File: src/verilog/mul_pkg.sv
// csa_3_2 works on words up to csa_max_w_lp bits, so width_p + iter_step_p must not exceed it
package mul_pkg;

  // multiplier FSM
  typedef enum logic [2:0] {
    IDLE,
    CAL,
    ADJ,
    CPA,
    DONE
  } mul_state_e;

  localparam int csa_max_w_lp = 128;  // widest word the 3:2 helper handles

  typedef struct packed {
    logic [csa_max_w_lp-1:0] sum;
    logic [csa_max_w_lp-1:0] carry;  // already shifted up by one
  } csa_pair_t;

  // number of CAL cycles, stride must divide width
  function automatic int iter_count(input int width, input int stride);
    return width / stride;
  endfunction

  // counter width, never below one bit
  function automatic int cnt_width(input int n);
    return (n > 1) ? $clog2(n) : 1;
  endfunction

  // one row of full adders, narrower callers pass zero-extended words
  function automatic csa_pair_t csa_3_2(input logic [csa_max_w_lp-1:0] x,
                                        input logic [csa_max_w_lp-1:0] y,
                                        input logic [csa_max_w_lp-1:0] z);
    csa_pair_t r;
    r.sum   = x ^ y ^ z;
    r.carry = ((x & y) | (x & z) | (y & z)) << 1;
    return r;
  endfunction

endpackage

File: src/verilog/mul_csa_4_2_if.sv
// width_p is the compressor word width, width_p + iter_step_p of the multiplier in full mode
`timescale 1ns/1ns
interface mul_csa_4_2_if #(
  parameter int width_p = 36
);

  logic [width_p-1:0] a_i;      // tree sum or inverted sign term
  logic [width_p-1:0] b_i;      // tree carry or the +1 of negation
  logic [width_p-1:0] c_i;      // remnant sum
  logic [width_p-1:0] d_i;      // remnant carry
  logic [width_p-1:0] sum_o;
  logic [width_p-1:0] carry_o;  // weighted as stored, bit 0 always zero

  // side that owns the datapath
  modport producer (
    output a_i, b_i, c_i, d_i,
    input  sum_o, carry_o
  );

  modport consumer (
    input  a_i, b_i, c_i, d_i,
    output sum_o, carry_o
  );

endinterface

File: src/verilog/mul_csa_4_2.sv
// purely combinational, carries out of the top bit are dropped (exact for in-range products)
`timescale 1ns/1ns
module mul_csa_4_2 #(
  parameter  int width_p      = 32,
  parameter  int iter_step_p  = 4,
  parameter  int full_sized_p = 1,
  localparam int csa_w_lp     = width_p + full_sized_p * iter_step_p
) (
  mul_csa_4_2_if.consumer csa_if
);

  import mul_pkg::*;

  csa_pair_t lvl1;  // a + b + c
  csa_pair_t lvl2;  // folds d in

  // first row
  assign lvl1 = csa_3_2(csa_max_w_lp'(csa_if.a_i),
                        csa_max_w_lp'(csa_if.b_i),
                        csa_max_w_lp'(csa_if.c_i));

  // second row takes the shifted carry of the first
  assign lvl2 = csa_3_2(lvl1.sum,
                        lvl1.carry,
                        csa_max_w_lp'(csa_if.d_i));

  // bits above csa_w_lp never feed lower bits
  assign csa_if.sum_o   = lvl2.sum[csa_w_lp-1:0];
  assign csa_if.carry_o = lvl2.carry[csa_w_lp-1:0];

endmodule

File: src/verilog/mul_iterative.sv
// iter_step_p must divide width_p; one product in flight, result held until yumi_i
`timescale 1ns/1ns
module mul_iterative #(
  parameter  int width_p      = 32,
  parameter  int iter_step_p  = 4,
  parameter  int full_sized_p = 1,
  localparam int out_w_lp     = (full_sized_p + 1) * width_p
) (
  input  logic                clk_i,
  input  logic                reset_internal,
  input  logic                v_i,
  output logic                ready_o,
  input  logic [width_p-1:0]  opa_i,
  input  logic                opa_signed_i,
  input  logic [width_p-1:0]  opb_i,
  input  logic                opb_signed_i,
  output logic [out_w_lp-1:0] result_o,
  output logic                v_o,
  input  logic                yumi_i
);

  import mul_pkg::*;

  localparam int n_lp     = iter_count(width_p, iter_step_p);
  localparam int cnt_w_lp = cnt_width(n_lp);
  localparam int csa_w_lp = width_p + full_sized_p * iter_step_p;

  mul_state_e state_r, state_n;
  logic [cnt_w_lp-1:0] cnt_r;   // CAL cycle index

  logic accept;
  logic done_clear;
  logic cal_first;
  logic cal_last;

  assign accept     = v_i & ready_o;
  assign done_clear = reset_internal | (yumi_i & (state_r == DONE));
  assign cal_first  = (cnt_r == '0);
  assign cal_last   = (cnt_r == cnt_w_lp'(n_lp - 1));

  always_comb begin
    unique case (state_r)
      IDLE:    state_n = accept ? CAL : IDLE;
      CAL:     state_n = cal_last ? ADJ : CAL;
      ADJ:     state_n = CPA;
      CPA:     state_n = DONE;
      DONE:    state_n = DONE;  // wait for yumi_i
      default: state_n = IDLE;
    endcase
  end

  always_ff @(posedge clk_i) begin
    if (done_clear) begin
      state_r <= IDLE;
      cnt_r   <= '0;
    end else begin
      state_r <= state_n;
      if (state_r == CAL) begin
        cnt_r <= cnt_r + 1'b1;
      end
    end
  end

  assign ready_o = (state_r == IDLE);
  assign v_o     = (state_r == DONE);

  // operands
  logic [width_p-1:0] opa_r;
  logic [width_p-1:0] opb_r;       // shifts down a stride per CAL cycle
  logic               opa_neg_r;
  logic               opb_neg_r;
  logic [width_p-1:0] sign_mod_r;  // amount to subtract from the high half

  // carry-propagate adder
  logic [width_p-1:0] cpa_a;
  logic [width_p-1:0] cpa_b;
  logic [width_p:0]   cpa_sum;

  always_ff @(posedge clk_i) begin
    if (accept) begin
      opa_r     <= opa_i;
      opb_r     <= opb_i;
      opa_neg_r <= opa_signed_i & opa_i[width_p-1];
      opb_neg_r <= opb_signed_i & opb_i[width_p-1];
    end else if (state_r == CAL) begin
      opb_r <= opb_r >> iter_step_p;
      if (cal_first) begin
        sign_mod_r <= cpa_sum[width_p-1:0];  // adder is free in the first cycle
      end
    end
  end

  // low bits waiting for the adder, and the unresolved upper part
  logic [iter_step_p-1:0] low_sum_r;
  logic [iter_step_p-1:0] low_carry_r;
  logic [width_p-1:0]     rem_sum_r;
  logic [width_p-1:0]     rem_carry_r;
  logic [width_p-1:0]     result_low_r;
  logic [width_p-1:0]     low_shift;

  always_comb begin
    cpa_a = '0;
    cpa_b = '0;
    unique case (state_r)
      CAL: begin
        if (cal_first) begin
          cpa_a = opa_r & {width_p{opb_neg_r}};
          cpa_b = opb_r & {width_p{opa_neg_r}};
        end else begin
          cpa_a = width_p'(low_sum_r);
          cpa_b = width_p'(low_carry_r);
        end
      end
      ADJ: begin
        cpa_a = width_p'(low_sum_r);  // last low slice
        cpa_b = width_p'(low_carry_r);
      end
      CPA: begin
        cpa_a = rem_sum_r;
        cpa_b = rem_carry_r;
      end
      default: begin
      end
    endcase
  end

  assign cpa_sum = cpa_a + cpa_b;

  // resolved bits enter at the top, first slice is shifted out again
  assign low_shift = (result_low_r >> iter_step_p)
                   | (width_p'(cpa_sum[iter_step_p-1:0]) << (width_p - iter_step_p));

  // partial products for this stride
  logic [iter_step_p-1:0][csa_w_lp-1:0] pp;
  logic [csa_w_lp-1:0] tree_sum;
  logic [csa_w_lp-1:0] tree_carry;

  for (genvar i = 0; i < iter_step_p; i++) begin : g_pp
    assign pp[i] = csa_w_lp'(opa_r & {width_p{opb_r[i]}}) << i;
  end

  mul_wallace_tree #(
    .width_p      (width_p),
    .iter_step_p  (iter_step_p),
    .full_sized_p (full_sized_p)
  ) u_tree (
    .pp_i    (pp),
    .sum_o   (tree_sum),
    .carry_o (tree_carry)
  );

  mul_csa_4_2_if #(.width_p(csa_w_lp)) csa_if ();

  logic [csa_w_lp-1:0] csa_a;
  logic [csa_w_lp-1:0] csa_b;
  logic [csa_w_lp-1:0] csa_sum;
  logic [csa_w_lp-1:0] csa_carry;

  always_comb begin
    unique case (state_r)
      CAL: begin
        csa_a = tree_sum;
        csa_b = tree_carry;
      end
      ADJ: begin
        csa_a = ~csa_w_lp'(sign_mod_r);  // two's complement of the sign term
        csa_b = csa_w_lp'(1);
      end
      default: begin
        csa_a = '0;
        csa_b = '0;
      end
    endcase
  end

  assign csa_if.a_i = csa_a;
  assign csa_if.b_i = csa_b;
  assign csa_if.c_i = csa_w_lp'(rem_sum_r);
  assign csa_if.d_i = csa_w_lp'(rem_carry_r);
  assign csa_sum    = csa_if.sum_o;
  assign csa_carry  = csa_if.carry_o;

  mul_csa_4_2 #(
    .width_p      (width_p),
    .iter_step_p  (iter_step_p),
    .full_sized_p (full_sized_p)
  ) u_csa (
    .csa_if (csa_if.consumer)
  );

  always_ff @(posedge clk_i) begin
    if (done_clear) begin
      low_sum_r    <= '0;
      low_carry_r  <= '0;
      rem_sum_r    <= '0;
      rem_carry_r  <= '0;
      result_low_r <= '0;
    end else begin
      unique case (state_r)
        CAL: begin
          result_low_r <= low_shift;
          low_sum_r    <= csa_sum[iter_step_p-1:0];
          // carry out of the previous slice lands in bit 0
          low_carry_r  <= csa_carry[iter_step_p-1:0]
                        | iter_step_p'(cpa_sum[iter_step_p] & ~cal_first);
          rem_sum_r    <= width_p'(csa_sum >> iter_step_p);
          rem_carry_r  <= width_p'(csa_carry >> iter_step_p);
        end
        ADJ: begin
          result_low_r <= low_shift;
          rem_sum_r    <= csa_sum[width_p-1:0];
          rem_carry_r  <= csa_carry[width_p-1:0] | width_p'(cpa_sum[iter_step_p]);
        end
        CPA: begin
          rem_sum_r <= cpa_sum[width_p-1:0];  // high half resolved
        end
        default: begin
        end
      endcase
    end
  end

  if (full_sized_p != 0) begin : g_full
    assign result_o = {rem_sum_r, result_low_r};
  end else begin : g_half
    assign result_o = result_low_r;
  end

endmodule

File: src/verilog/mul_top.sv
// 32x32 multiply with stride 4 and 64-bit product, v_o rises 11 edges after accept
`timescale 1ns/1ns
module mul_top #(
  parameter  int width_p      = 32,
  parameter  int iter_step_p  = 4,
  parameter  int full_sized_p = 1,
  localparam int out_w_lp     = (full_sized_p + 1) * width_p
) (
  input  logic                clk_i,
  input  logic                reset_internal,  // sync, active high

  // operand side
  input  logic                v_i,
  output logic                ready_o,
  input  logic [width_p-1:0]  opa_i,
  input  logic                opa_signed_i,
  input  logic [width_p-1:0]  opb_i,
  input  logic                opb_signed_i,

  // product side
  output logic [out_w_lp-1:0] result_o,
  output logic                v_o,
  input  logic                yumi_i           // only while v_o is high
);

  mul_iterative #(
    .width_p      (width_p),
    .iter_step_p  (iter_step_p),
    .full_sized_p (full_sized_p)
  ) u_mul (
    .clk_i          (clk_i),
    .reset_internal (reset_internal),
    .v_i            (v_i),
    .ready_o        (ready_o),
    .opa_i          (opa_i),
    .opa_signed_i   (opa_signed_i),
    .opb_i          (opb_i),
    .opb_signed_i   (opb_signed_i),
    .result_o       (result_o),
    .v_o            (v_o),
    .yumi_i         (yumi_i)
  );

endmodule

File: src/verilog/mul_wallace_tree.sv
// inputs are non-negative partial products whose total fits in csa_w_lp bits (full mode)
`timescale 1ns/1ns
module mul_wallace_tree #(
  parameter  int width_p      = 32,
  parameter  int iter_step_p  = 4,
  parameter  int full_sized_p = 1,
  localparam int csa_w_lp     = width_p + full_sized_p * iter_step_p
) (
  input  logic [iter_step_p-1:0][csa_w_lp-1:0] pp_i,
  output logic [csa_w_lp-1:0]                  sum_o,
  output logic [csa_w_lp-1:0]                  carry_o
);

  import mul_pkg::*;

  // words left after lvl layers of 3:2
  function automatic int words_after(input int n, input int lvl);
    int w;
    w = n;
    for (int i = 0; i < lvl; i++) begin
      w = (w > 2) ? 2 * (w / 3) + (w % 3) : w;
    end
    return w;
  endfunction

  // layers needed to get down to two words
  function automatic int tree_depth(input int n);
    int w;
    int d;
    w = n;
    d = 0;
    while (w > 2) begin
      w = 2 * (w / 3) + (w % 3);
      d++;
    end
    return d;
  endfunction

  localparam int depth_lp = tree_depth(iter_step_p);

  logic [csa_w_lp-1:0] layer [depth_lp+1][iter_step_p];

  for (genvar i = 0; i < iter_step_p; i++) begin : g_in
    assign layer[0][i] = pp_i[i];
  end

  for (genvar l = 0; l < depth_lp; l++) begin : g_lvl
    localparam int n_in_lp  = words_after(iter_step_p, l);
    localparam int n_grp_lp = n_in_lp / 3;
    localparam int n_out_lp = words_after(iter_step_p, l + 1);

    // full groups of three become sum/carry pairs
    for (genvar g = 0; g < n_grp_lp; g++) begin : g_csa
      csa_pair_t pair;
      assign pair = csa_3_2(csa_max_w_lp'(layer[l][3*g]),
                            csa_max_w_lp'(layer[l][3*g+1]),
                            csa_max_w_lp'(layer[l][3*g+2]));
      assign layer[l+1][2*g]   = pair.sum[csa_w_lp-1:0];
      assign layer[l+1][2*g+1] = pair.carry[csa_w_lp-1:0];
    end

    for (genvar r = 0; r < n_in_lp % 3; r++) begin : g_pass
      assign layer[l+1][2*n_grp_lp+r] = layer[l][3*n_grp_lp+r];  // leftovers skip a layer
    end

    for (genvar k = n_out_lp; k < iter_step_p; k++) begin : g_zero
      assign layer[l+1][k] = '0;
    end
  end

  if (iter_step_p == 1) begin : g_single
    assign sum_o   = layer[0][0];  // lone product, nothing to compress
    assign carry_o = '0;
  end else begin : g_pair
    assign sum_o   = layer[depth_lp][0];
    assign carry_o = layer[depth_lp][1];
  end

endmodule

File: config.mk
export PLATFORM = sky130hd
export DESIGN_NAME = mul_top
export DESIGN_NICKNAME = d
export VERILOG_FILES = /design/src/verilog/mul_pkg.sv /design/src/verilog/mul_csa_4_2_if.sv /design/src/verilog/mul_csa_4_2.sv /design/src/verilog/mul_iterative.sv /design/src/verilog/mul_top.sv /design/src/verilog/mul_wallace_tree.sv
export SDC_FILE = /design/constraint.sdc
export NUM_CORES = 1
export LEC_CHECK = 0
export BUFFER_PORTS_ARGS = -buffer_cell sky130_fd_sc_hd__buf_4
export CAP_MARGIN = 10
export CORE_MARGIN = 2
export CORE_UTILIZATION = 52
export CTS_BUF_LIST = sky130_fd_sc_hd__clkbuf_4 sky130_fd_sc_hd__clkbuf_8
export CTS_CLUSTER_SIZE = 10
export DETAILED_ROUTE_END_ITERATION = 8
export PLACE_DENSITY = 0.71
export SLEW_MARGIN = 5
export SYNTH_ARGS = -nofsm -noshare
export SYNTH_HDL_FRONTEND = slang
export SYNTH_SLANG_ARGS = --single-unit
File: constraint.sdc
create_clock -name clk_i -period 9.8 [get_ports clk_i]
set_input_delay 1.47 -clock clk_i [delete_from_list [all_inputs] [get_ports clk_i]]
set_output_delay 1.47 -clock clk_i [all_outputs]
set_load 0.005 [all_outputs]
### After elaboration in Yosys (flattened, before gate mapping)

Index checks and enable logic that the tools add are counted.

| storage, ports and cells | value |
|---|---|
| logic and storage cells | 86 |
| bits of input ports | 70 |
| output and inout bits | 66 |
| bits in registers | 208 |

| cells by class | value |
|---|---|
| multiplexer cells | 13 |
| bitwise gates (word level) | 46 |
| add/sub/neg operators | 2 |
| equality and inequality tests | 5 |
| reduce and logical (&&, ||, !) cells | 8 |

Operator list:

| cell | number |
|---|---|
| one-hot mux 32 bit (3 select lines) | 3 |
| bitwise OR 35 bit | 7 |
| bitwise AND 32 bit | 6 |
| bitwise XOR 36 bit | 5 |
| bitwise AND 35 bit | 5 |
| one-hot mux 36 bit (2 select lines) | 2 |
| bitwise AND 35 x 32 -> 35 bit | 4 |
| 2-to-1 mux 32 bit | 4 |
| bitwise XOR 36 x 32 -> 36 bit | 2 |
| one-hot mux 32 bit (2 select lines) | 1 |
| inverter 32 -> 36 bit | 1 |
| bitwise XOR 36 x 34 -> 36 bit | 1 |
| bitwise OR 35 x 34 -> 35 bit | 1 |
| bitwise AND 32 x 34 -> 34 bit | 1 |
| bitwise AND 33 x 34 -> 34 bit | 1 |
| bitwise AND 32 x 33 -> 33 bit | 1 |
| adder 32 bit | 1 |
| bitwise OR 28 x 32 -> 32 bit | 1 |
| bitwise OR 32 x 1 -> 32 bit | 1 |
| one-hot mux 3 bit (4 select lines) | 1 |
| == test 3 x 2 -> 1 bit (second input constant) | 2 |
| == test 3 bit (second input constant) | 2 |
| logical NOT 3 bit | 2 |
| bitwise AND 1 bit | 4 |
| 13 further kinds | 15 |

### Longest topological paths before layout

Gate-level depths: netlist of run 1.

| depth | value |
|---|---|
| word-level depth | 16 |
| depth in mapped cells | 20 |
| depth with buffers taken out | 18 |

### Modules after synthesis

From an unflattened synthesis of run 1, not the netlist that was laid out.

| second synthesis, totals | value |
|---|---|
| cell total of the unflattened synthesis | 1495 |
| area, all modules | 14751.6 µm² |

Modules (own cells, without submodules):

| module | cells each | sequential area each (µm²) | area each (µm²) | instances |
|---|---|---|---|---|
| mul_iterative | 1345 | 5144.9 | 11861.4 | 1 |
| mul_csa_4_2 | 75 | 0.0 | 1445.1 | 1 |
| mul_wallace_tree | 75 | 0.0 | 1445.1 | 1 |

### Least setup slack after synthesis of run 1

No wires, ideal clock.

| timing | value |
|---|---|
| path type | reg2reg |
| from | register u_mul.state_r[0] |
| to | register u_mul.rem_sum_r[30] |
| setup time | 0.117 ns |
| stages on the path, launching flop included | 19 |
| clock period less this slack | 4.782 ns |
| path buffers | 3 |
| arrival time | 4.665 ns |
| data required time | 9.683 ns |
| path slack | 5.018 ns |
| cell sequence | dfxtp_1 > clkbuf_1 > nor2b_1 > and3_1 > and2_1 > clkbuf_1 > clkbuf_1 > nand2_1 > o21ai_0 > ha_1 > a21o_1 > a21o_1 > a2111oi_4 > nor3_2 > o21ai_1 > or3b_4 > a31oi_4 > xnor2_1 > a32o_1 |

| on the way | value |
|---|---|
| elaborated cells between the ends (all ways) | 22 |
| those cells by class | add/sub: 1; eq/ne: 4; mux: 5; bitwise: 11; reduce/logical: 1 |

RTL lines:

| item | line | source |
|---|---|---|
| from (decl) | mul_iterative.sv:28 | `mul_state_e state_r, state_n;` |
| from (signal assigned) | mul_iterative.sv:57 | `state_r <= state_n;` |
| == test 3 x 2 -> 1 bit or == test 3 x 1 -> 1 bit (tied branches) | mul_iterative.sv:104 | `unique case (state_r)` |
| one-hot mux 32 bit (3 select lines) | mul_iterative.sv:104 |  |
| adder 32 bit * | mul_iterative.sv:127 | `assign cpa_sum = cpa_a + cpa_b;` |
| net u_mul.cpa_sum[30] | mul_iterative.sv:77 | `logic [width_p:0] cpa_sum;` |
| one-hot mux 32 bit (3 select lines) * | mul_iterative.sv:199 | `unique case (state_r)` |
| to (signal assigned) | mul_iterative.sv:206 | `rem_sum_r <= width_p'(csa_sum >> iter_step_p);` |
| to (signal assigned) | mul_iterative.sv:211 | `rem_sum_r <= csa_sum[width_p-1:0];` |
| to (signal assigned) | mul_iterative.sv:215 | `rem_sum_r <= cpa_sum[width_p-1:0];` |
| to (decl) | mul_iterative.sv:96 | `logic [width_p-1:0] rem_sum_r;` |

The timed path passes the listed nets; every way through them passes the cells marked *.
A chain may end at the register's enable or synchronous reset.

### Final worst setup path of run 1

| timing | value |
|---|---|
| from | register u_mul.state_r[2] |
| to | register u_mul.rem_sum_r[26] |

Same word-level chain as after synthesis.

==> results by group, run 1 <==
Run status
  • Status: finished, final reports clean

Clocking
  • CTS buffer count: 39
  • Clock Latency Late Sink: 560 ps
  • CTS sink cnt: 208
  • Root buffer cell: clkbuf_8
  • Clock slew at reported path FFs: 60 ps
  • H-tree Lvls: 2
  • Post-CTS setup buffers: 0
  • CTS tree: built
  • Clock Path Buffers: 3
  • Post-CTS sizing: 0
  • CTS hold repair buffers: 0

Placed design
  • Post-DP Area: 15900 sq um
  • Place WS: 4300 ps
  • DP Wirelength: 33900 microns
  • Final Wtd Congestion: 0.973
  • IO buf count: 135

Worst setup path
  • Worst Path Required: 10240 ps
  • CP max-delay cell: clkinv_1
  • Flop-to-flop setup slack: 4170 ps
  • Critical Path AT: 6070 ps
  • Startpoint Class: register
  • Setup CP Type: register to register
  • CP bufs+invs: 5
  • Cell mode on critical path: buf_4
  • CP Max Fanout: 33
  • Worst-path cell chain: buf_4 -> clkinv_1 -> and3_1 -> buf_4 -> and2_1 -> buf_4 -> a222oi_1 -> inv_1 -> ha_1 -> fa_1 -> a21oi_1 -> o31ai_1 -> a21o_1 -> a31o_2 -> o21ai_1 -> or3b_4 -> a21boi_1 -> xnor2_1 -> a32o_1
  • Crit end category: register
  • Crit-path leading delay family: compound AO/OA/AOI/OAI gates
  • Max stage delay on crit path: 620 ps

STA
  • Pins Over Slew Limit: 0
  • Hold Vio Cnt, Final: 0
  • Slew Limit Headroom: 35.4%
  • Worst slew pin tran: 967 ps
  • Fmax: 178 MHz
  • Period utilization: 57.4%
  • Setup TNS: 0 ps
  • RSZ-0062 raised after global routing: false
  • Setup violators final: 0
  • Hold slack: 457 ps
  • Final min period: 5630 ps
  • Worst Clk Skew: 20.4 ps
  • Final Worst Setup Slack: 4170 ps

Synth
  • Post-synth EDFFs: 98
  • Xor and xnor area share after synthesis: 1.81%
  • Post-synthesis mux area share: 3.15%
  • FFs w/ async S/R, synth: 0%
  • Simple-gate share of the synthesized area: 14.8%
  • Compound-Gate Fraction of Synth Area: 17.3%
  • Post-synth top flop: dfxtp_1
  • Syn Nets: 1819
  • Synth unique cells: 56
  • Mean Syn Cell Area: 9.18 sq um
  • Largest family of logic cells by synthesized area: adder cells
  • Synth warn: 0
  • Sequential area share after synthesis: 35.5%
  • Cells after Synth: 1580
  • Synth Register Bits: 208
  • Post-Syn Area: 14500 sq um
  • Synth Area in Adders: 20.9%

Routing
  • Routed via count: 12.2k
  • Drt initial violations: 1509
  • DRC viols: 0
  • DRT Pass-1 Iters: 6
  • DR WL/cell: 21.5 microns
  • Total Wirelength: 45200 microns
  • Antenna Violating Nets Remaining: 0
  • Routed vias/inst: 5.83

Cells and area
  • Layout cells sized above 1: 16.3%
  • Commonest non-fill, non-tap cell in the layout: nand2_1
  • Fin nets: 1927
  • Finished Cell Area: 16700 sq um
  • Most frequent cells in the layout: 276 x nand2_1, 161 x buf_4, 155 x inv_1
  • Syn-to-layout area delta: 15.5%
  • Number of fill cells: 2490
  • Ant. Diodes: 0

Floorplanning
  • Starting density of the core: 52.5%
  • Total Die Area: 29200 sq um
  • Area of the core: 27600 sq um
  • Io pins: 136
  • Row cnt: 61
  • Die W: 171 microns
  • Die H: 171 microns

Global route
  • First-pass GRT wire length: 68900 microns
  • Pin count of the biggest net entering global routing: 82
  • Number of global-route vias before repair: 11.8k
  • Initial antenna violation count: 2
  • Total gr overflow: 0
  • All-Layer GR Usage: 31.2%

Power
  • Max rail drop VDD: 149 uV
  • Leak: 7.35 nW
  • Pwr dens: 162 nW/um^2

Run
  • Max Cap Viol: 0

Min path
  • Hold Crit Class: register to register
-- power breakdown --
| group | total (mW) | switching, mW | leakage, nW | internal, mW |
|---|---|---|---|---|
| Clock | 0.963 | 0.392 | 0.466 | 0.570 |
| Combinational | 0.711 | 0.427 | 5.03 | 0.284 |
| Sequential | 1.04 | 0.0564 | 1.85 | 0.985 |
| Total | 2.71 | 0.876 | 7.35 | 1.84 |
-- tightest hold or removal path, delay by kind of cell, from the launching register on --
family,cells,cell delay [ps]
compound gates,1,50
flops,1,310
simple gates,1,50
-- metal layers --
layer  up-vias  routed length (microns)  GRT usage [%]
met5         -                       13              0
met4         2                      817           6.56
met3        68                     6260           11.5
met2       648                    17200           39.6
met1      5918                    20900           49.7
li1       5583                        -              -
-- sequential cells by signal, summed over array words and instances (netlist names) --
name and flops:
u_mul.sign_mod_r 32, u_mul.opa_r 32, u_mul.low_carry_r 4, u_mul.low_sum_r 4
u_mul.rem_sum_r 32, u_mul.opb_r 32, u_mul.state_r 3, u_mul.opb_neg_r 1
u_mul.rem_carry_r 32, u_mul.opa_neg_r 1, u_mul.cnt_r 3, u_mul.result_low_r 32
-- synthesized netlist by cell type (29+ instances only) --
cell type  instances  area share, %
edfxtp_1          98             20
clkbuf_1          84            2.2
mux2_2            29            2.3
fa_1             122             17
and2_1            62            2.7
nand2_1          277            7.2
o21ai_0           65            2.2
nor2_1            86            2.2
dfxtp_1          110             15
ha_1              47            4.1
a21oi_1          154            5.3
inv_1            155            4.0
-- metrics by stage --
stage          utilization [%]  instances  total power [mW]
2_1_floorplan                -       1580              1.47
3_3_place_gp              57.4       2025              1.74
3_5_place_dp              57.4       2025              1.75
4_1_cts                   60.6       2097              2.71
5_1_grt                   60.6       2097              2.85
6_report                  60.6       2097              2.71
-- path summary, 6_finish.rpt --
path	from	end	depth (start not counted)
worst min register to register	u_mul.result_low_r[1]	u_mul.result_low_r[1]	2
worst min-delay path	u_mul.result_low_r[1]	u_mul.result_low_r[1]	2
worst max register to register	u_mul.state_r[2]	u_mul.rem_sum_r[26]	19
worst max-delay path	u_mul.state_r[2]	u_mul.rem_sum_r[26]	19
-- logic make-up (layout without fill, tap and decap cells) --
logic type               count (synthesis)  count (layout)
AND/OR/NAND/NOR                        490             490
AO/OA/AOI/OAI                          389             389
buffers and inverters                  252             391
flip-flops                             208             208
adder cells (fa/ha/maj)                169             169
multiplexers                            42              42
XOR/XNOR                                30              30
-- layout make-up --
type / instances / area (sq um) / area share, %
sequential: 208 / 5140 / 30.7
clock inverter: 12 / 141 / 0.844
inverter: 158 / 593 / 3.54
tap: 378 / 473 / 2.82
timing repair buffer: 161 / 1210 / 7.22
clock buffer: 60 / 751 / 4.48
multi-input combinational: 1120 / 8430 / 50.4
Power figures use the tool's default switching activity.
==> run 2: changes to the inputs <==
--- a/config.mk
+++ b/config.mk
@@ -5,6 +5,7 @@
 export SDC_FILE = /design/constraint.sdc
 export NUM_CORES = 1
 export LEC_CHECK = 0
+export ABC_AREA = 1
 export BUFFER_PORTS_ARGS = -buffer_cell sky130_fd_sc_hd__buf_4
 export CAP_MARGIN = 10
 export CORE_MARGIN = 2
@@ -12,7 +13,7 @@
 export CTS_BUF_LIST = sky130_fd_sc_hd__clkbuf_4 sky130_fd_sc_hd__clkbuf_8
 export CTS_CLUSTER_SIZE = 10
 export DETAILED_ROUTE_END_ITERATION = 8
-export PLACE_DENSITY = 0.71
+export PLACE_DENSITY = 0.74
 export SLEW_MARGIN = 5
 export SYNTH_ARGS = -nofsm -noshare
 export SYNTH_HDL_FRONTEND = slang
==> constraint.sdc (replaced) <==
create_clock -name clk_i -period 4.91 [get_ports clk_i]
set_input_delay 0.7365 -clock clk_i [delete_from_list [all_inputs] [get_ports clk_i]]
set_output_delay 0.7365 -clock clk_i [all_outputs]
set_load 0.005 [all_outputs]
==> run 2 against run 1 <==
Sequential cell count unchanged. Die area increased by 6.8%. Core utilization decreased by 0.62 points. Total power increased by 98%. Critical endpoint is now u_mul.rem_sum_r[11]. Sequential power increased by 100%. First-iteration DRC count increased by 14%. Non-clock buffer count decreased by 3. Critical path depth decreased by 6. Combinational power increased by 90%. Highest routed layer is now met4. Sequential share of layout area decreased by 1.6 points.
==> results by group, run 2 <==
Cells and area
  • Most frequent cells in the layout: 643 x nand2_1, 381 x inv_1, 156 x buf_4
  • Number of fill cells: 2763 (+11%)
  • Final core occ: 60.0% (-0.62 points)
  • Fin nets: 2376 (+23%)
  • Layout cells sized above 1: 11.6% (-4.7 points)
  • Fin cells: 2557 (+22%)
  • Syn-to-layout area delta: 14.0%
  • Commonest non-fill, non-tap cell in the layout: nand2_1
  • Ant. Diodes: 0 (unchanged)

STA
  • Period utilization: 86.2% (+29 points)
  • Pins Over Slew Limit: 0 (unchanged)
  • RSZ-0062 raised after global routing: false
  • Setup TNS: 0 ps (unchanged)
  • Hold slack: 348 ps (-109 ps)
  • Slew Limit Headroom: 21.5% (-14 points)
  • Fmax: 236 MHz (+33%)
  • Hold Vio Cnt, Final: 0 (unchanged)
  • Worst slew pin tran: 1180 ps (+208 ps)
  • Final Worst Setup Slack: 678 ps (-3490 ps)
  • Final min period: 4230 ps (-1400 ps)
  • Setup violators final: 0 (unchanged)
  • Worst Clk Skew: 26.5 ps (+6.10 ps)

Run status
  • Status: finished, final reports clean

Min path
  • Hold Crit Class: primary input to register

Placed design
  • IO buf count: 135 (unchanged)
  • Final Wtd Congestion: 0.995 (+2.3%)
  • Place WS: 801 ps (-3500 ps)
  • Placed insts: 2485 (+23%)
  • DP Wirelength: 36600 microns (+8.2%)

Worst setup path
  • Worst Path Required: 5340 ps (-4900 ps)
  • Worst-path cell chain: buf_4 -> nand2_1 -> fa_1 -> inv_1 -> fa_1 -> nand2_1 -> o21ai_0 -> inv_1 -> fa_1 -> inv_1 -> fa_1 -> a221oi_1 -> a21oi_1
  • Crit end category: register
  • Critical Path AT: 4660 ps (-1410 ps)
  • CP max-delay cell: edfxtp_1
  • Startpoint Class: register
  • Setup CP Type: register to register
  • Cell mode on critical path: fa_1
  • CP Max Fanout: 21 (-36%)
  • Crit-path leading delay family: adder cells
  • CP bufs+invs: 4 (-1)
  • Max stage delay on crit path: 930 ps (+310 ps)

Floorplanning
  • Row cnt: 63 (+3.3%)
  • Io pins: 136 (unchanged)
  • Total Die Area: 31200 sq um (+6.8%)
  • Die W: 177 microns (+3.4%)
  • Die H: 177 microns (+3.4%)
  • Starting density of the core: 52.6% (+0.14 points)
  • Area of the core: 29500 sq um (+6.7%)

Synth
  • Synth Register Bits: 208 (unchanged)
  • Sequential area share after synthesis: 33.2% (-2.3 points)
  • Post-synth top area share: 19.0% (-1.3 points)
  • Synth warn: 0 (unchanged)
  • Mean Syn Cell Area: 7.61 sq um (-17%)
  • Most common cell in the netlist: nand2_1
  • Post-synth top flop: dfxtp_1
  • Post-synth EDFFs: 98 (unchanged)
  • Synth top area cells: edfxtp_1 19%, fa_1 16%, nand2_1 16%
  • Commonest cells in the synthesized netlist: 644 x nand2_1, 381 x inv_1, 122 x fa_1
  • Synth area leader: edfxtp_1
  • FFs w/ async S/R, synth: 0% (unchanged)
  • Post-Syn Area: 15500 sq um (+7.0%)
  • Synth unique cells: 36 (-36%)
  • Cells after Synth: 2037 (+29%)
  • Syn Nets: 2276 (+25%)

Global route
  • Total gr overflow: 0 (unchanged)
  • Number of global-route vias before repair: 13.7k (+17%)
  • Initial antenna violation count: 0 (-2)
  • Pin count of the biggest net entering global routing: 75 (-8.5%)
  • First-pass GRT wire length: 77200 microns (+12%)
  • All-Layer GR Usage: 32.2% (+1.0 points)

Clocking
  • H-tree Lvls: 2 (unchanged)
  • Clock slew at reported path FFs: 60 ps (about the same)
  • CTS buffer count: 40 (+2.6%)
  • Clock Latency Late Sink: 570 ps (about the same)
  • CTS tree: built
  • Post-CTS sizing: 0 (unchanged)
  • Clock Path Buffers: 3 (unchanged)
  • CTS hold repair buffers: 0 (unchanged)
  • Root buffer cell: clkbuf_8
  • CTS sink cnt: 208 (unchanged)
  • Post-CTS setup buffers: 0 (unchanged)

Power
  • Leak: 8.58 nW (+17%)
  • Pwr dens: 303 nW/um^2 (+87%)
  • Max rail drop VDD: 188 uV (+27%)

Routing
  • Total Wirelength: 49800 microns (+10%)
  • DR WL/cell: 19.5 microns (-9.6%)
  • Routed via count: 14.2k (+16%)
  • Routed vias/inst: 5.56 (-4.6%)
  • Drt initial violations: 1725 (+14%)
  • Antenna Violating Nets Remaining: 0 (unchanged)
  • DRT Pass-1 Iters: 8 (+2)
  • DRC viols: 0 (unchanged)

Run
  • Max Cap Viol: 0 (unchanged)
## run 2: final timing paths
path	to	slack [ps]	from	cells past startpoint
worst min-delay path	u_mul.opa_r[29]	350	opa_i[29]	1
worst min register to register	u_mul.low_sum_r[1]	460	u_mul.low_sum_r[1]	2
worst max-delay path	u_mul.rem_sum_r[11]	680	u_mul.opb_r[0]	13
worst max register to register	u_mul.rem_sum_r[11]	680	u_mul.opb_r[0]	13
## run 2: metal layers
metal,wire [microns],track usage (%),vias up
met3,6220,9.51,73
met5,0,0,-
li1,-,-,6623
met4,1100,8.26,0
met1,21900,48.1,6788
met2,20600,45.6,735
## run 2: through the flow
step	total power [mW]	instance area, sq um
6_report	5.37	17700
4_1_cts	5.37	17700
3_3_place_gp	3.41	16800
5_1_grt	5.63	17700
3_5_place_dp	3.45	16800
2_1_floorplan	2.93	15500
## run 2: cell type report
| type | instances | area, sq um | area share (%) |
|---|---|---|---|
| clock buffer | 64 | 787 | 4.45 |
| multi-input combinational | 1341 | 8510 | 48.1 |
| sequential | 208 | 5140 | 29.1 |
| inverter | 388 | 1460 | 8.23 |
| tap | 390 | 488 | 2.76 |
| timing repair buffer | 158 | 1210 | 6.85 |
| clock inverter | 8 | 92.6 | 0.524 |
## run 2: report_power, final
group          total [mW]  internal [mW]  switching [mW]
logic                1.35          0.509           0.837
clock network        1.91           1.12           0.792
registers            2.11           1.97           0.143
total                5.37           3.59            1.77
## run 2: cell families after synthesis
family,after synthesis,synth area share (%)
AND/OR/NAND/NOR,816,21.0
buffers and inverters,488,12.2
AO/OA/AOI/OAI,340,13.2
flip-flops,208,33.2
adder cells (fa/ha/maj),169,19.5
XOR/XNOR,16,0.903
==> run 3: changes to the inputs <==
--- a/config.mk
+++ b/config.mk
@@ -13,7 +13,7 @@
 export CTS_BUF_LIST = sky130_fd_sc_hd__clkbuf_4 sky130_fd_sc_hd__clkbuf_8
 export CTS_CLUSTER_SIZE = 10
 export DETAILED_ROUTE_END_ITERATION = 8
-export PLACE_DENSITY = 0.74
+export PLACE_DENSITY = 0.78
 export SLEW_MARGIN = 5
 export SYNTH_ARGS = -nofsm -noshare
 export SYNTH_HDL_FRONTEND = slang
==> run 3 against run 2 <==
Clock power shrank 5%. Routed wire length grew 2.3%. Count of clock-buffer cells in the layout shrank 2. Critical path depth shrank 1. Die area is the same. Clock skew grew 1.9 ps. Sequential share of layout area grew 0.11 points. Via count grew 0.44%. First-iteration DRC count shrank 0.58%. Core utilization shrank 0.22 points. Register-to-register slack lost 96 ps. Critical path type unchanged. Largest power group unchanged.
==> results by group, run 3 (synthesized netlist as in run 2, its figures left out) <==
Run status
  • Status: finished, final reports clean

Floorplanning
  • Total Die Area: 31200 sq um (unchanged)
  • Die W: 177 microns (unchanged)
  • Die H: 177 microns (unchanged)
  • Starting density of the core: 52.6% (unchanged)
  • Area of the core: 29500 sq um (unchanged)
  • Io pins: 136 (unchanged)
  • Row cnt: 63 (unchanged)

Cells and area
  • Commonest non-fill, non-tap cell in the layout: nand2_1
  • Most frequent cells in the layout: 643 x nand2_1, 381 x inv_1, 154 x buf_4
  • Syn-to-layout area delta: 13.6%
  • Ant. Diodes: 0 (unchanged)
  • Final core occ: 59.8% (-0.22 points)
  • Fin nets: 2374 (-0.084%)
  • Layout cells sized above 1: 11.5% (-0.082 points)
  • Fin cells: 2555 (-0.078%)

STA
  • Pins Over Slew Limit: 0 (unchanged)
  • Period utilization: 88.1% (+2.0 points)
  • RSZ-0062 raised after global routing: false
  • Setup TNS: 0 ps (unchanged)
  • Worst Clk Skew: 28.4 ps (+1.92 ps)
  • Fmax: 231 MHz (-2.2%)
  • Hold Vio Cnt, Final: 0 (unchanged)
  • Setup violators final: 0 (unchanged)
  • Worst slew pin tran: 1190 ps (+19.3 ps)
  • Final min period: 4330 ps (+95.8 ps)
  • Slew Limit Headroom: 20.2% (-1.3 points)

Routing
  • DRC viols: 0 (unchanged)
  • Met1 WL: 21700 microns (-0.90%)
  • Routed vias/inst: 5.59 (+0.52%)
  • Metal2 WL: 21300 microns (+3.5%)
  • Top sig layer: met4
  • Total Wirelength: 50900 microns (+2.3%)
  • DR WL/cell: 19.9 microns (+2.4%)
  • DRT Pass-1 Iters: 6 (-2)
  • Routed via count: 14.3k (+0.44%)
  • Drt initial violations: 1715 (-0.58%)
  • Antenna Violating Nets Remaining: 0 (unchanged)
  • Met3 wire len: 6710 microns (+7.9%)

Worst setup path
  • CP max-delay cell: edfxtp_1
  • Worst Path Required: 5360 ps (+20 ps)
  • Setup CP Type: register to register
  • Critical Path AT: 4780 ps (+120 ps)
  • Crit end category: register
  • Worst reg2reg path depth: 12 (-1)
  • Startpoint Class: register
  • Worst-path cell chain: nand2_1 -> fa_1 -> inv_1 -> fa_1 -> nand2_1 -> o21ai_0 -> inv_1 -> fa_1 -> inv_1 -> fa_1 -> a221oi_1 -> a21oi_1
  • CP Max Fanout: 28 (+33%)
  • Max stage delay on crit path: 1120 ps (+190 ps)
  • Cell mode on critical path: fa_1

Placed design
  • IO buf count: 135 (unchanged)
  • Final Wtd Congestion: 0.947 (-4.8%)
  • Placed insts: 2484 (-0.040%)
  • DP Wirelength: 37700 microns (+2.9%)

Clocking
  • Root buffer cell: clkbuf_8
  • CTS hold repair buffers: 0 (unchanged)
  • Clock slew at reported path FFs: 60 ps (about the same)
  • Clock Latency Late Sink: 570 ps (about the same)
  • CTS sink cnt: 208 (unchanged)
  • Post-CTS sizing: 0 (unchanged)
  • CTS tree: built
  • CTS buffer count: 39 (-2.5%)
  • Post-CTS setup buffers: 0 (unchanged)
  • H-tree Lvls: 2 (unchanged)
  • Clock Path Buffers: 3 (unchanged)

Run
  • Max Cap Viol: 0 (unchanged)

Min path
  • Hold path depth: 1 (unchanged)
  • Hold Crit Class: primary input to register

Power
  • Switch share: 33.9% (+0.90 points)
  • Max rail drop VDD: 282 uV (+50%)
  • Pwr dens: 300 nW/um^2 (-1.2%)
  • Register share of total power: 40.2% (+0.9 points)
  • Leak: 8.56 nW (-0.30%)
  • P_sw: 1.79 mW (+1.2%)
  • Combinational power share: 25.6% (+0.5 points)
  • Cell-internal power: 3.49 mW (-2.8%)
  • Clock group share of total power: 34.2% (-1.4 points)

Global route
  • Pin count of the biggest net entering global routing: 75 (unchanged)
  • Initial antenna violation count: 0 (unchanged)
  • Total gr overflow: 0 (unchanged)
  • Number of global-route vias before repair: 13.9k (+0.96%)
  • First-pass GRT wire length: 79400 microns (+2.8%)
  • All-Layer GR Usage: 33.2% (+0.96 points)
==> run 3: worst paths after layout <==
path / end / slack, ps / start
setup / recovery: u_mul.rem_sum_r[25] / 580 / u_mul.opb_r[0]
hold / removal: u_mul.opa_r[28] / 350 / opa_i[28]
setup reg to reg: u_mul.rem_sum_r[25] / 580 / u_mul.opb_r[0]
hold reg to reg: u_mul.low_sum_r[0] / 470 / u_mul.low_sum_r[0]
==> run 3: through the flow <==
stage | instance area, sq um | hold slack [ps] | worst slack (ps) | total power [mW]
after floorplan | 15500 | 440 | 1370 | 2.93
after global placement | 16800 | 449 | 729 | 3.43
after detailed placement | 16800 | 455 | 611 | 3.47
after CTS | 17600 | 331 | 592 | 5.28
after global routing | 17600 | 337 | 387 | 5.54
final | 17600 | 348 | 582 | 5.28
==> run 3: layout make-up <==
type / instances / area [sq um]
inverter: 388 / 1460
timing repair buffer: 157 / 1220
sequential: 208 / 5140
fill: 2696 / 11900
clock inverter: 9 / 70.1
clock buffer: 62 / 741
multi-input combinational: 1341 / 8510
tap: 390 / 488
==> run 3: routing by layer <==
metal	GRT usage, %	vias to the layer above
met5	0	-
met4	9.13	0
met3	11.3	105
met2	47.1	808
met1	48.1	6757
li1	-	6612
==> run 3: power groups by stage <==
stage                     sequential, mW  combinational, mW  clock [mW]
after floorplan                     2.06              0.868           0
after detailed placement            2.15               1.32           0
after global placement              2.15               1.28           0
after CTS                           2.12               1.34        1.82
after global routing                2.13               1.52        1.89
final                               2.12               1.35        1.81
==> run 3: critical path: cells and delay by family, from the launching register on <==
kind            cells  cell delay, ps
fa+ha+maj           4            2040
buf+inv             3             230
compound gates      3             510
simple gates        2             280
flops               1            1120
